==> config.mk <==
export PLATFORM = sky130hd
export DESIGN_NAME = mem_arbiter
export DESIGN_NICKNAME = d
export VERILOG_FILES = /design/src/hw/cache_pkg.sv /design/src/hw/mem_arbiter.sv
export SDC_FILE = /design/constraint.sdc
export NUM_CORES = 1
export LEC_CHECK = 0
export ABC_AREA = 1
export BUFFER_PORTS_ARGS = -buffer_cell sky130_fd_sc_hd__buf_2
export CORE_AREA = 5 5 167 169
export CTS_BUF_LIST = sky130_fd_sc_hd__clkbuf_2
export DETAILED_ROUTE_END_ITERATION = 16
export DIE_AREA = 0 0 172 174
export PLACE_DENSITY_LB_ADDON = 0.25
export SETUP_SLACK_MARGIN = 0.1
export SYNTH_ARGS = -nofsm -noshare
export SYNTH_HDL_FRONTEND = slang
export SYNTH_SLANG_ARGS = --single-unit
export TNS_END_PERCENT = 1
==> constraint.sdc <==
create_clock -name clk -period 0.8 [get_ports clk]
set_input_delay 0.08 -clock clk [delete_from_list [all_inputs] [get_ports clk]]
set_output_delay 0.08 -clock clk [all_outputs]
set_load 0.05 [all_outputs]
==> src/hw/cache_pkg.sv <==
package cache_pkg;

    // ******************************
    // Address map
    // ******************************
    localparam int ADDR_W      = 17;   // Bit 16 picks the control window
    localparam int NUM_BANKS   = 2;
    localparam int SETS        = 64;
    localparam int OFFSET_W    = 3;
    localparam int BANK_BIT    = 3;
    localparam int INDEX_LSB   = 4;
    localparam int INDEX_W     = 6;
    localparam int TAG_LSB     = 10;
    localparam int TAG_W       = 6;
    localparam int MEM_LATENCY = 2;

    localparam int CTRL_FLUSH_OFS  = 0;
    localparam int CTRL_HITS_OFS   = 4;
    localparam int CTRL_MISSES_OFS = 8;

    // ******************************
    // Vector types
    // ******************************
    typedef logic [31:0]                      word_t;
    typedef logic [63:0]                      line_t;
    typedef logic [3:0]                       strb_t;
    typedef logic [TAG_W-1:0]                 tag_t;
    typedef logic [INDEX_W-1:0]               index_t;
    typedef logic [ADDR_W-OFFSET_W-2:0]       line_addr_t;  // Tag, index, bank bit
    typedef logic [31:0]                      count_t;
    typedef logic [$clog2(NUM_BANKS)-1:0]     bank_id_t;

    typedef struct packed {
        logic   valid;
        logic   write;
        logic   word_sel;
        index_t index;
        tag_t   tag;
        word_t  wdata;
        strb_t  strb;
    } bank_req_t;

    typedef struct packed {
        logic  done;
        logic  hit;
        word_t rdata;
    } bank_rsp_t;

    typedef struct packed {
        logic       valid;
        logic       write;
        line_addr_t line_addr;
        line_t      wdata;
    } mem_req_t;

    typedef struct packed {
        logic  done;
        line_t rdata;
    } mem_rsp_t;

    typedef enum logic [2:0] {
        COMPARE_TAG,
        WRITE_BACK,
        ALLOCATE,
        FLUSH_SCAN,
        FLUSH_WRITE
    } bank_state_e;

endpackage
==> src/hw/mem_arbiter.sv <==
module mem_arbiter (
    input  logic                clk,
    input  logic                rst,
    input  cache_pkg::mem_req_t bank_mem_req [cache_pkg::NUM_BANKS],
    output cache_pkg::mem_rsp_t bank_mem_rsp [cache_pkg::NUM_BANKS],
    output cache_pkg::mem_req_t mem_req,
    input  cache_pkg::mem_rsp_t mem_rsp
);

    cache_pkg::bank_id_t ptr_q;
    cache_pkg::bank_id_t owner_q;
    cache_pkg::bank_id_t pick;
    cache_pkg::bank_id_t cand;
    logic                busy_q;
    logic                found;

    // Round-robin search from the pointer
    always_comb begin
        pick  = ptr_q;
        found = 1'b0;
        cand  = ptr_q;
        for (int i = 0; i < cache_pkg::NUM_BANKS; i++) begin
            cand = cache_pkg::bank_id_t'((int'(ptr_q) + i) % cache_pkg::NUM_BANKS);
            if (!found && bank_mem_req[cand].valid) begin
                pick  = cand;
                found = 1'b1;
            end
        end
    end

    assign mem_req = busy_q ? bank_mem_req[owner_q] : '0;

    always_comb begin
        for (int b = 0; b < cache_pkg::NUM_BANKS; b++) begin
            bank_mem_rsp[b].done  = busy_q && (owner_q == cache_pkg::bank_id_t'(b)) &&
                                    mem_rsp.done;
            bank_mem_rsp[b].rdata = mem_rsp.rdata;
        end
    end

    always_ff @(posedge clk) begin
        if (rst) begin
            busy_q  <= 1'b0;
            ptr_q   <= '0;
            owner_q <= '0;
        end else if (!busy_q) begin
            if (found) begin
                busy_q  <= 1'b1;
                owner_q <= pick;
            end
        end else if (mem_rsp.done) begin
            busy_q <= 1'b0;
            ptr_q  <= cache_pkg::bank_id_t'((int'(owner_q) + 1) % cache_pkg::NUM_BANKS);
        end
    end

endmodule

==> metrics.md <==
| Metric | Value |
|---|---|
| Outcome | `complete, but fails checks` |
| Failing checks | `setup timing` |
| Antenna violations before repair | `0` |
| Layout area overhead | `62.30%` |
| DRC violations left | `0` |
| Height of the die | `between 150 and 200 um` |
| R2R depth | `6` |
| Yosys warns | `0` |
| I/O pins | `around 430` |
| Post-CTS Setup Inserts | `0` |
| Min Hold Slack | `0.07752 ns` |
| Vias in the first global route | `just under 3000` |
| Post-route ant nets | `0` |
| Max H-tree Level | `1` |
| Worst flop-to-flop path startpoint | `busy_q` |
| Hold Path Origin | `rst` |
| Fill cells | `3121` |
| Ranking of synthesized cells by area | `buf_4 46%, nand2_1 27%, nand3_1 18%` |
| Area of the multi-input gates | `1124 sq um` |
| CTS Buf Count | `3` |
| GRT overflow | `0` |
| Critical path type | `reg2out` |
| Die width | `172 um` |
| Max Cap Violations | `0` |
| WP data required | `0.72 ns` |
| Adder-cell share of the synthesized area | `0%` |
| XOR/XNOR Fraction of Synth Area | `0%` |
| PnR worst setup slack | `-0.6381 ns` |
| First-pass GRT wire length | `15.70 mm` |
| Syn nets | `640` |
| Final core utilization | `13.84%` |
| WHS Path Cells | `2` |
| Post-Synth Simple-Gate Area | `between 40% and 50%` |
| Core footprint | `26430 sq um` |
| Port Buffer Count | `241` |
| Post-Syn Area | `approximately 2300 sq um` |
| Setup WS pre-CTS | `-0.5006 ns` |
| Critical Path Sink Type | `output pin` |
| CP startpoint kind | `flip-flop` |
| NumNets Final | `750` |
| Critical R2R Capture | `owner_q` |
| Clock skew | `between 0.008 and 0.009 ns` |
| Hold violation count in the final report | `0` |
| HP Class | `in2reg` |
| Synth cell types | `11` |
| Tot Pwr | `~3600 uW` |
| Hold Crit Endpoint | `ptr_q` |
| Register Area | `65.06 sq um` |
| Average size of a mapped cell | `5.430 sq um` |
| All-Layer GR Usage | `6.516%` |
| Clock Sinks | `3` |
| Synth top area share | `between 40% and 50%` |
| Crit path max fanout | `41` |
| Largest family of logic cells by synthesized area | `buffers and inverters` |
| Vias per cell | `approximately 3.2` |
| Slew HR | `between 80% and 90%` |
| Layout cells sized above 1 | `54.58%` |
| Final wirelength | `11.04 mm` |
| Initial core utilization | `8.527%` |
| Later-pin clock latency in the skew report | `between 0.2 and 0.25 ns` |
| Fmax | `695.3 MHz` |
| Cell row count | `60` |
| Final weighted congestion in routability-driven placement | `0.8041` |
| Leak | `0.002026 uW` |
| Largest net degree at the start of global routing | `44` |
| Worst-Margin Slew | `0.2309 ns` |
| Initial drt markers | `approximately 110` |
| Max clock buf depth | `2` |
| Worst R2R Setup Slack | `-0.24 ns` |
| Pwr dens | `a little under 1000 nW/um^2` |
| Period utilization | `179.8%` |
| Diodes inserted | `0` |
| Setup violators final | `84` |
| Yosys top cell by area | `buf_4` |
| Mapped Cells | `415` |
| Drt wl/cell | `12.76 um` |
| Detailed Place HPWL | `9.247 mm` |
| Multiplexer area fraction after synthesis | `0%` |
| Drt pass-1 iters | `4` |
| Via count | `2808` |
| CTS Hold Bufs | `0` |
| Compound-Gate Fraction of Synth Area | `0.4442%` |
| Pins Over Slew Limit | `0` |
| DIE AREA | `29930 sq um` |
| RSZ-0062 raised after global routing | `yes` |
| Synthesis-stage register bit count | `3` |
| Clock root buffer | `clkbuf_2` |
| CTS tree | `yes` |
| Min cycle time layout | `1.438 ns` |
| Register area share after synthesis | `2.665%` |
| Clk pin slew, worst setup/hold paths | `0.05 ns` |
| Peak supply drop | `between 300 and 400 uV` |
| Crit path arrival time | `1.36 ns` |
-- how the worst max path moves through the flow --
stage	startpoint	to	slack [ns]	depth (start not counted)
after floorplan	owner_q	mem_req[10]	-0.39	4
after global placement	busy_q	mem_req[58]	-0.49	6
after detailed placement	busy_q	mem_req[58]	-0.50	6
after CTS	busy_q	mem_req[58]	-0.66	6
after global routing	busy_q	mem_req[31]	-0.74	6
final	busy_q	mem_req[24]	-0.64	6
-- cell usage after synthesis --
| cell type | number |
|---|---|
| inv_2 | 1 |
| buf_2 | 17 |
| buf_4 | 137 |
| nand3_1 | 80 |
| nand2_1 | 165 |
| inv_1 | 4 |
| dfxtp_1 | 3 |
| nor3_1 | 1 |
| nor2_4 | 1 |
| nor2_1 | 4 |
| a21oi_1 | 2 |
-- cells in the final DEF (no fill, tap or decap) --
master    Yosys  routed
a21oi_1       2       2
buf_12        0      10
buf_2        17     160
buf_4       137      11
buf_6         0      67
buf_8         0      11
clkbuf_2      0       4
dfxtp_1       3       1
dfxtp_2       0       1
dfxtp_4       0       1
inv_1         4       4
inv_2         1       1
nand2_1     165     148
nand2_2       0      15
nand2_4       0       2
nand3_1      80      80
nor2_1        4       2
nor2_2        0       1
nor2_4        1       2
nor3_1        1       1
-- critical path, stage by stage, from the launching register on --
cell and delay, ns:
dfxtp_4 0.36, inv_2 0.05, nor2_4 0.14, buf_12 0.22, nand2_1 0.10, nand2_1 0.09
buf_6 0.16
-- through the flow --
stage / cell area [sq um] / setup TNS, ns / std cells
after floorplan: 2288 / -31.14 / 415
after global placement: 3080 / -36.85 / 861
after detailed placement: 3080 / -37.60 / 861
after CTS: 3643 / -50.94 / 865
after global routing: 3657 / -56.21 / 865
final: 3657 / -48.17 / 865
-- layout make-up --
type | instances | share of cell area [%]
timing repair buffer | 259 | 54.77
multi-input combinational | 253 | 30.72
tap | 341 | 11.67
sequential | 3 | 1.779
clock buffer | 4 | 0.5474
inverter | 5 | 0.5132
-- cells by family after synthesis --
family	Yosys count
AO/OA/AOI/OAI	2
buffers and inverters	159
AND/OR/NAND/NOR	251
flip-flops	3
-- sequential cells by signal, summed over array words and instances (netlist names) --
register	cells
ptr_q	1
owner_q	1
busy_q	1
-- repair_timing --
item / CTS / global route
resized for setup: 172 / 4
setup endpoints to repair: 84 / 84
endpoints found under the hold margin: 0 / 0
-- where the power goes --
group / leakage (uW) / switching, uW / internal (uW)
sequential: 0.0000257 / 14.7 / 162
clock: 0.0000166 / 84.1 / 132
combinational: 0.00198 / 1960 / 1200
-- per-layer routing --
metal | share of wire, % | global-route usage [%] | vias to the layer above
met5 | 0 | 0 | -
met4 | 7.2 | 4.389 | 0
met3 | 12 | 2.365 | 69
met2 | 47 | 11.09 | 162
met1 | 34 | 6.592 | 1190
li1 | - | - | 1387
No activity file was read; power rests on OpenSTA's default activity.
