[config.mk]
export PLATFORM = sky130hd
export DESIGN_NAME = apb_cache_port
export DESIGN_NICKNAME = d
export VERILOG_FILES = /design/src/hw/cache_pkg.sv /design/src/hw/apb_cache_port.sv
export SDC_FILE = /design/constraint.sdc
export NUM_CORES = 1
export LEC_CHECK = 0
export BUFFER_PORTS_ARGS = -buffer_cell sky130_fd_sc_hd__buf_2
export CAP_MARGIN = 30
export CORE_MARGIN = 3
export CORE_UTILIZATION = 46
export CTS_BUF_LIST = sky130_fd_sc_hd__clkbuf_8 sky130_fd_sc_hd__clkbuf_16
export DETAILED_ROUTE_END_ITERATION = 16
export PLACE_DENSITY = 0.81
export SYNTH_ARGS = -nofsm -noshare
export SYNTH_HDL_FRONTEND = slang
export SYNTH_SLANG_ARGS = --single-unit
[constraint.sdc]
create_clock -name clk -period 2.2 [get_ports clk]
set_input_delay 0.11 -clock clk [delete_from_list [all_inputs] [get_ports clk]]
set_output_delay 0.11 -clock clk [all_outputs]
set_load 0.03 [all_outputs]
[src/hw/cache_pkg.sv]
package cache_pkg;

    // ******************************
    // Address map
    // ******************************
    localparam int ADDR_W      = 17;   // Bit 16 picks the control window
    localparam int NUM_BANKS   = 2;
    localparam int SETS        = 64;
    localparam int OFFSET_W    = 3;
    localparam int BANK_BIT    = 3;
    localparam int INDEX_LSB   = 4;
    localparam int INDEX_W     = 6;
    localparam int TAG_LSB     = 10;
    localparam int TAG_W       = 6;
    localparam int MEM_LATENCY = 2;

    localparam int CTRL_FLUSH_OFS  = 0;
    localparam int CTRL_HITS_OFS   = 4;
    localparam int CTRL_MISSES_OFS = 8;

    // ******************************
    // Vector types
    // ******************************
    typedef logic [31:0]                      word_t;
    typedef logic [63:0]                      line_t;
    typedef logic [3:0]                       strb_t;
    typedef logic [TAG_W-1:0]                 tag_t;
    typedef logic [INDEX_W-1:0]               index_t;
    typedef logic [ADDR_W-OFFSET_W-2:0]       line_addr_t;  // Tag, index, bank bit
    typedef logic [31:0]                      count_t;
    typedef logic [$clog2(NUM_BANKS)-1:0]     bank_id_t;

    typedef struct packed {
        logic   valid;
        logic   write;
        logic   word_sel;
        index_t index;
        tag_t   tag;
        word_t  wdata;
        strb_t  strb;
    } bank_req_t;

    typedef struct packed {
        logic  done;
        logic  hit;
        word_t rdata;
    } bank_rsp_t;

    typedef struct packed {
        logic       valid;
        logic       write;
        line_addr_t line_addr;
        line_t      wdata;
    } mem_req_t;

    typedef struct packed {
        logic  done;
        line_t rdata;
    } mem_rsp_t;

    typedef enum logic [2:0] {
        COMPARE_TAG,
        WRITE_BACK,
        ALLOCATE,
        FLUSH_SCAN,
        FLUSH_WRITE
    } bank_state_e;

endpackage
[src/hw/apb_cache_port.sv]
module apb_cache_port (
    input  logic                           clk,
    input  logic                           rst,
    input  logic                           psel,
    input  logic                           penable,
    input  logic                           pwrite,
    input  logic [cache_pkg::ADDR_W-1:0]   paddr,
    input  cache_pkg::word_t               pwdata,
    input  cache_pkg::strb_t               pstrb,
    output cache_pkg::word_t               prdata,
    output logic                           pready,
    output logic                           pslverr,
    output cache_pkg::bank_req_t           bank_req [cache_pkg::NUM_BANKS],
    input  cache_pkg::bank_rsp_t           bank_rsp [cache_pkg::NUM_BANKS],
    output logic                           flush_start,
    input  logic [cache_pkg::NUM_BANKS-1:0] flush_done
);

    logic                           access;
    logic                           ctrl_win;
    cache_pkg::bank_id_t            sel;
    logic [cache_pkg::ADDR_W-2:0]   ofs;
    logic                           flush_wr;
    logic                           flush_all;
    logic                           flush_busy_q;
    logic [cache_pkg::NUM_BANKS-1:0] flush_mask_q;
    cache_pkg::count_t              hits_q;
    cache_pkg::count_t              misses_q;
    logic                           any_done;
    logic                           any_hit;

    assign access   = psel && penable;
    assign ctrl_win = paddr[cache_pkg::ADDR_W-1];
    assign sel      = cache_pkg::bank_id_t'(paddr[cache_pkg::BANK_BIT]);
    assign ofs      = paddr[cache_pkg::ADDR_W-2:0];
    assign flush_wr = ctrl_win && pwrite && (ofs == cache_pkg::CTRL_FLUSH_OFS);

    assign flush_start = access && flush_wr && !flush_busy_q;
    assign flush_all   = flush_busy_q && (&(flush_mask_q | flush_done));

    // ******************************
    // Bank requests
    // ******************************
    always_comb begin
        for (int b = 0; b < cache_pkg::NUM_BANKS; b++) begin
            bank_req[b].valid    = access && !ctrl_win && (sel == cache_pkg::bank_id_t'(b));
            bank_req[b].write    = pwrite;
            bank_req[b].word_sel = paddr[2];  // Word within line
            bank_req[b].index    = paddr[cache_pkg::INDEX_LSB +: cache_pkg::INDEX_W];
            bank_req[b].tag      = paddr[cache_pkg::TAG_LSB +: cache_pkg::TAG_W];
            bank_req[b].wdata    = pwdata;
            bank_req[b].strb     = pwrite ? pstrb : '0;
        end
    end

    // APB completion
    always_comb begin
        prdata  = '0;
        pready  = 1'b0;
        pslverr = 1'b0;
        if (access) begin
            if (!ctrl_win) begin
                pready = bank_rsp[sel].done;
                prdata = bank_rsp[sel].rdata;
            end else if (pwrite) begin
                if (flush_wr) begin
                    pready = flush_all;   // Held until every bank is clean
                end else begin
                    pready  = 1'b1;
                    pslverr = 1'b1;       // Counters are read only
                end
            end else begin
                pready = 1'b1;
                case (ofs)
                    cache_pkg::CTRL_FLUSH_OFS:  prdata = '0;
                    cache_pkg::CTRL_HITS_OFS:   prdata = hits_q;
                    cache_pkg::CTRL_MISSES_OFS: prdata = misses_q;
                    default:                    pslverr = 1'b1;
                endcase
            end
        end
    end

    always_comb begin
        any_done = 1'b0;
        any_hit  = 1'b0;
        for (int b = 0; b < cache_pkg::NUM_BANKS; b++) begin
            if (bank_rsp[b].done) begin
                any_done = 1'b1;
                any_hit  = bank_rsp[b].hit;
            end
        end
    end

    always_ff @(posedge clk) begin
        if (rst) begin
            hits_q       <= '0;
            misses_q     <= '0;
            flush_busy_q <= 1'b0;
            flush_mask_q <= '0;
        end else begin
            if (any_done && any_hit) begin
                hits_q <= hits_q + 1'b1;
            end
            if (any_done && !any_hit) begin
                misses_q <= misses_q + 1'b1;
            end
            if (flush_start) begin
                flush_busy_q <= 1'b1;
                flush_mask_q <= '0;
            end else if (flush_all) begin
                flush_busy_q <= 1'b0;
                flush_mask_q <= '0;
            end else if (flush_busy_q) begin
                flush_mask_q <= flush_mask_q | flush_done;  // Banks finish at different times
            end
        end
    end

endmodule

==> flow_summary.yaml <==
detailed_routing:
  viasPerCell: 6.242
  drt_iter0_markers: 477
  route.detailed.drc: 0
  vias: 5187
  wl_um: 15450
  drt-pass1-iter-count: 6
  post_drt_wl_per_cell_um: 18.59
  drtAntennaViolNets: 0
layout:
  final_common_cell: "buf_2"
  areaGrowthSynthToFinish_pct: 11.42
  antenna_cells: 0
  layout-drive-gt1-share_pct: 31.94
  fin_nets: 821
  layout_common_cells: "buf_2, dfxtp_1, nor2_1, a21oi_1, mux2i_1"
grt:
  grt.met3_usage_pct: 5.950
  grt_pass1_vias: 4943
  grt-busiest-layer: "met2"
  grt_pass1_wl_um: 24710
  grt_usage_pct: 23.96
  globalRouteMet1Util_pct: 27.63
  use_met2_pct: 42.15
  grt_overflow: 0
  grt_start_max_net_pins: 35
  antenna_found_initial: 0
hold_path:
  worstHoldPathType: "primary input to flop"
  min-delay-start: "flush_done[0]"
floorplanning:
  dieArea_um2: 12270
  io_pins: 265
  die_w_um: 110.8
  initial_utilization_pct: 48.05
  core_um2: 10510
  rows: 37
  die_h_um: 110.8
cts:
  clk_pin_slew_ns: 0.07
  cts.sinks: 67
  clockRootBuffer: "clkbuf_8"
  clk-insertion-delay-late_ns: 0.34
  cts_buffers: 9
  cts_hold_buf: 0
  cts_setup_buffers: 0
  cts_resized: 0
  cts_buffer_depth: 2
  cts.htree.levels: 3
  cts_tree: "yes"
setup_path:
  critical_path_class: "flop to flop"
  cp.required_ns: 2.47
  reg2reg_from: "hits_q[4]"
  start_kind: "flop"
  crit_start: "hits_q[4]"
  end_kind: "flop"
  critPathMaxFanout: 19
  worst_ep_arrival_time_ns: 2.36
synth:
  synth-xor-area-share_pct: 2.428
  syn_area_um2: 5050
  synth_top_cell_by_area: "dfxtp_1"
  ys_seq_area_share_pct: 26.56
  yosys.area_share.simple_pct: 23.81
  synth-edff-count: 0
  async_reset_ff_share_pct: 0
  syn_inst: 624
  yosys.area_share.adder_pct: 0.6938
  yosys_warnings: 0
  netlist.area_leader.share_pct: 26.56
  synthMuxAreaShare_pct: 7.433
  ys_types: 47
  synthTopCellsByArea: "dfxtp_1, buf_4, mux2i_1"
  synth_top_family_by_area: "simple AND/OR/NAND/NOR gates"
  ys_ff_latch: 67
  synth_compound_area_share_pct: 20.69
  synth_fp_nets: 754
  syn_area_per_cell_um2: 8.093
  synthFlopType: "dfxtp_1"
sta:
  fin_crit_ns: 2.081
  maxSlewViolCount: 0
  fin_crit_sh_pct: 94.58
  setup_ws_ns: 0.1192
  hold_viol_final: 0
  fmax_mhz: 480.6
  worstMarginPinSlew_ns: 0.7547
  hold_ws_ns: 0.1046
  setup_violations: 0
  relSlewSlack_pct: 49.64
  fin_skew_ns: 0.003510
placed_design:
  place_hpwl_um: 11670
  place.gp.congestion: 0.9414
  post-place-ws_ns: 0.04653
  port_buffers: 168
power:
  ir_drop_mv: 0.4032
  power_mw: 2.685
  power.density_nw_per_um2: 477.1
  power_leakage_nw: 2.269
flow_run:
  max_cap_viol_count: 0
status:
  outcome: "finished, final reports clean"
worst max-delay path, stage by stage (launching register included):
cell      delay [ns]
dfxtp_1         0.41
nand4_1         0.25
a2111o_1        0.70
or4_1           0.49
a21oi_1         0.15
final timing paths:
path,end,slack (ns),depth (start not counted)
max,hits_q[15],0.12,4
min,flush_mask_q[0],0.10,3
max reg2reg,hits_q[15],0.12,4
min reg2reg,misses_q[31],0.49,2
registers in the layout, indices dropped and copies added, names as in the netlist:
name          cells
hits_q           32
misses_q         32
flush_mask_q      2
flush_busy_q      1
metrics by stage:
| step | utilization (%) | setup TNS [ns] | cells | area [um^2] |
|---|---|---|---|---|
| global route | 53.54 | -0.0001292 | 831 | 5627 |
| detailed placement | 51.49 | 0 | 816 | 5411 |
| finish | 53.54 | 0 | 831 | 5627 |
| global placement | 51.49 | 0 | 816 | 5411 |
| CTS | 53.38 | 0 | 831 | 5609 |
| floorplan | - | 0 | 624 | 5056 |
synthesized netlist by cell type (11+ instances only):
cell type	n
clkbuf_1	27
or3_1	12
nand3_1	22
buf_4	96
nor4_1	11
or4_1	32
o31ai_1	30
nand2_1	22
mux2i_1	33
a221o_1	32
nand4_1	15
dfxtp_1	67
inv_1	12
a21oi_1	48
nor2_1	58
o21ai_0	14
per-layer routing:
layer | routed length [um] | vias to the layer above
li1 | - | 2383
met3 | 1373 | 51
met2 | 7915 | 316
met4 | 422 | 0
met5 | 0 | -
met1 | 5736 | 2437
power by group:
part	switching (mW)	total (mW)	leakage (nW)	internal (mW)
logic	0.281	0.452	1.62	0.171
registers	0.0102	1.23	0.541	1.22
clock network	0.446	1.00	0.105	0.556
total	0.737	2.68	2.27	1.95
logic make-up after synthesis:
| kind of cell | after synthesis |
|---|---|
| adder cells (fa/ha/maj) | 3 |
| XOR/XNOR | 14 |
| buffers and inverters | 147 |
| AND/OR/NAND/NOR | 210 |
| multiplexers | 37 |
| AO/OA/AOI/OAI | 146 |
| flip-flops | 67 |
layout make-up:
| class | instances | area [um^2] |
|---|---|---|
| Clock inverter | 1 | 5.005 |
| Tap cell | 136 | 170.2 |
| Timing Repair Buffer | 191 | 1051 |
| Clock buffer | 14 | 192.7 |
| Inverter | 12 | 45.04 |
| Multi-Input combinational cell | 410 | 2819 |
| Fill cell | 946 | 4882 |
| Sequential cell | 67 | 1344 |
(Power assumes the default switching activity.)
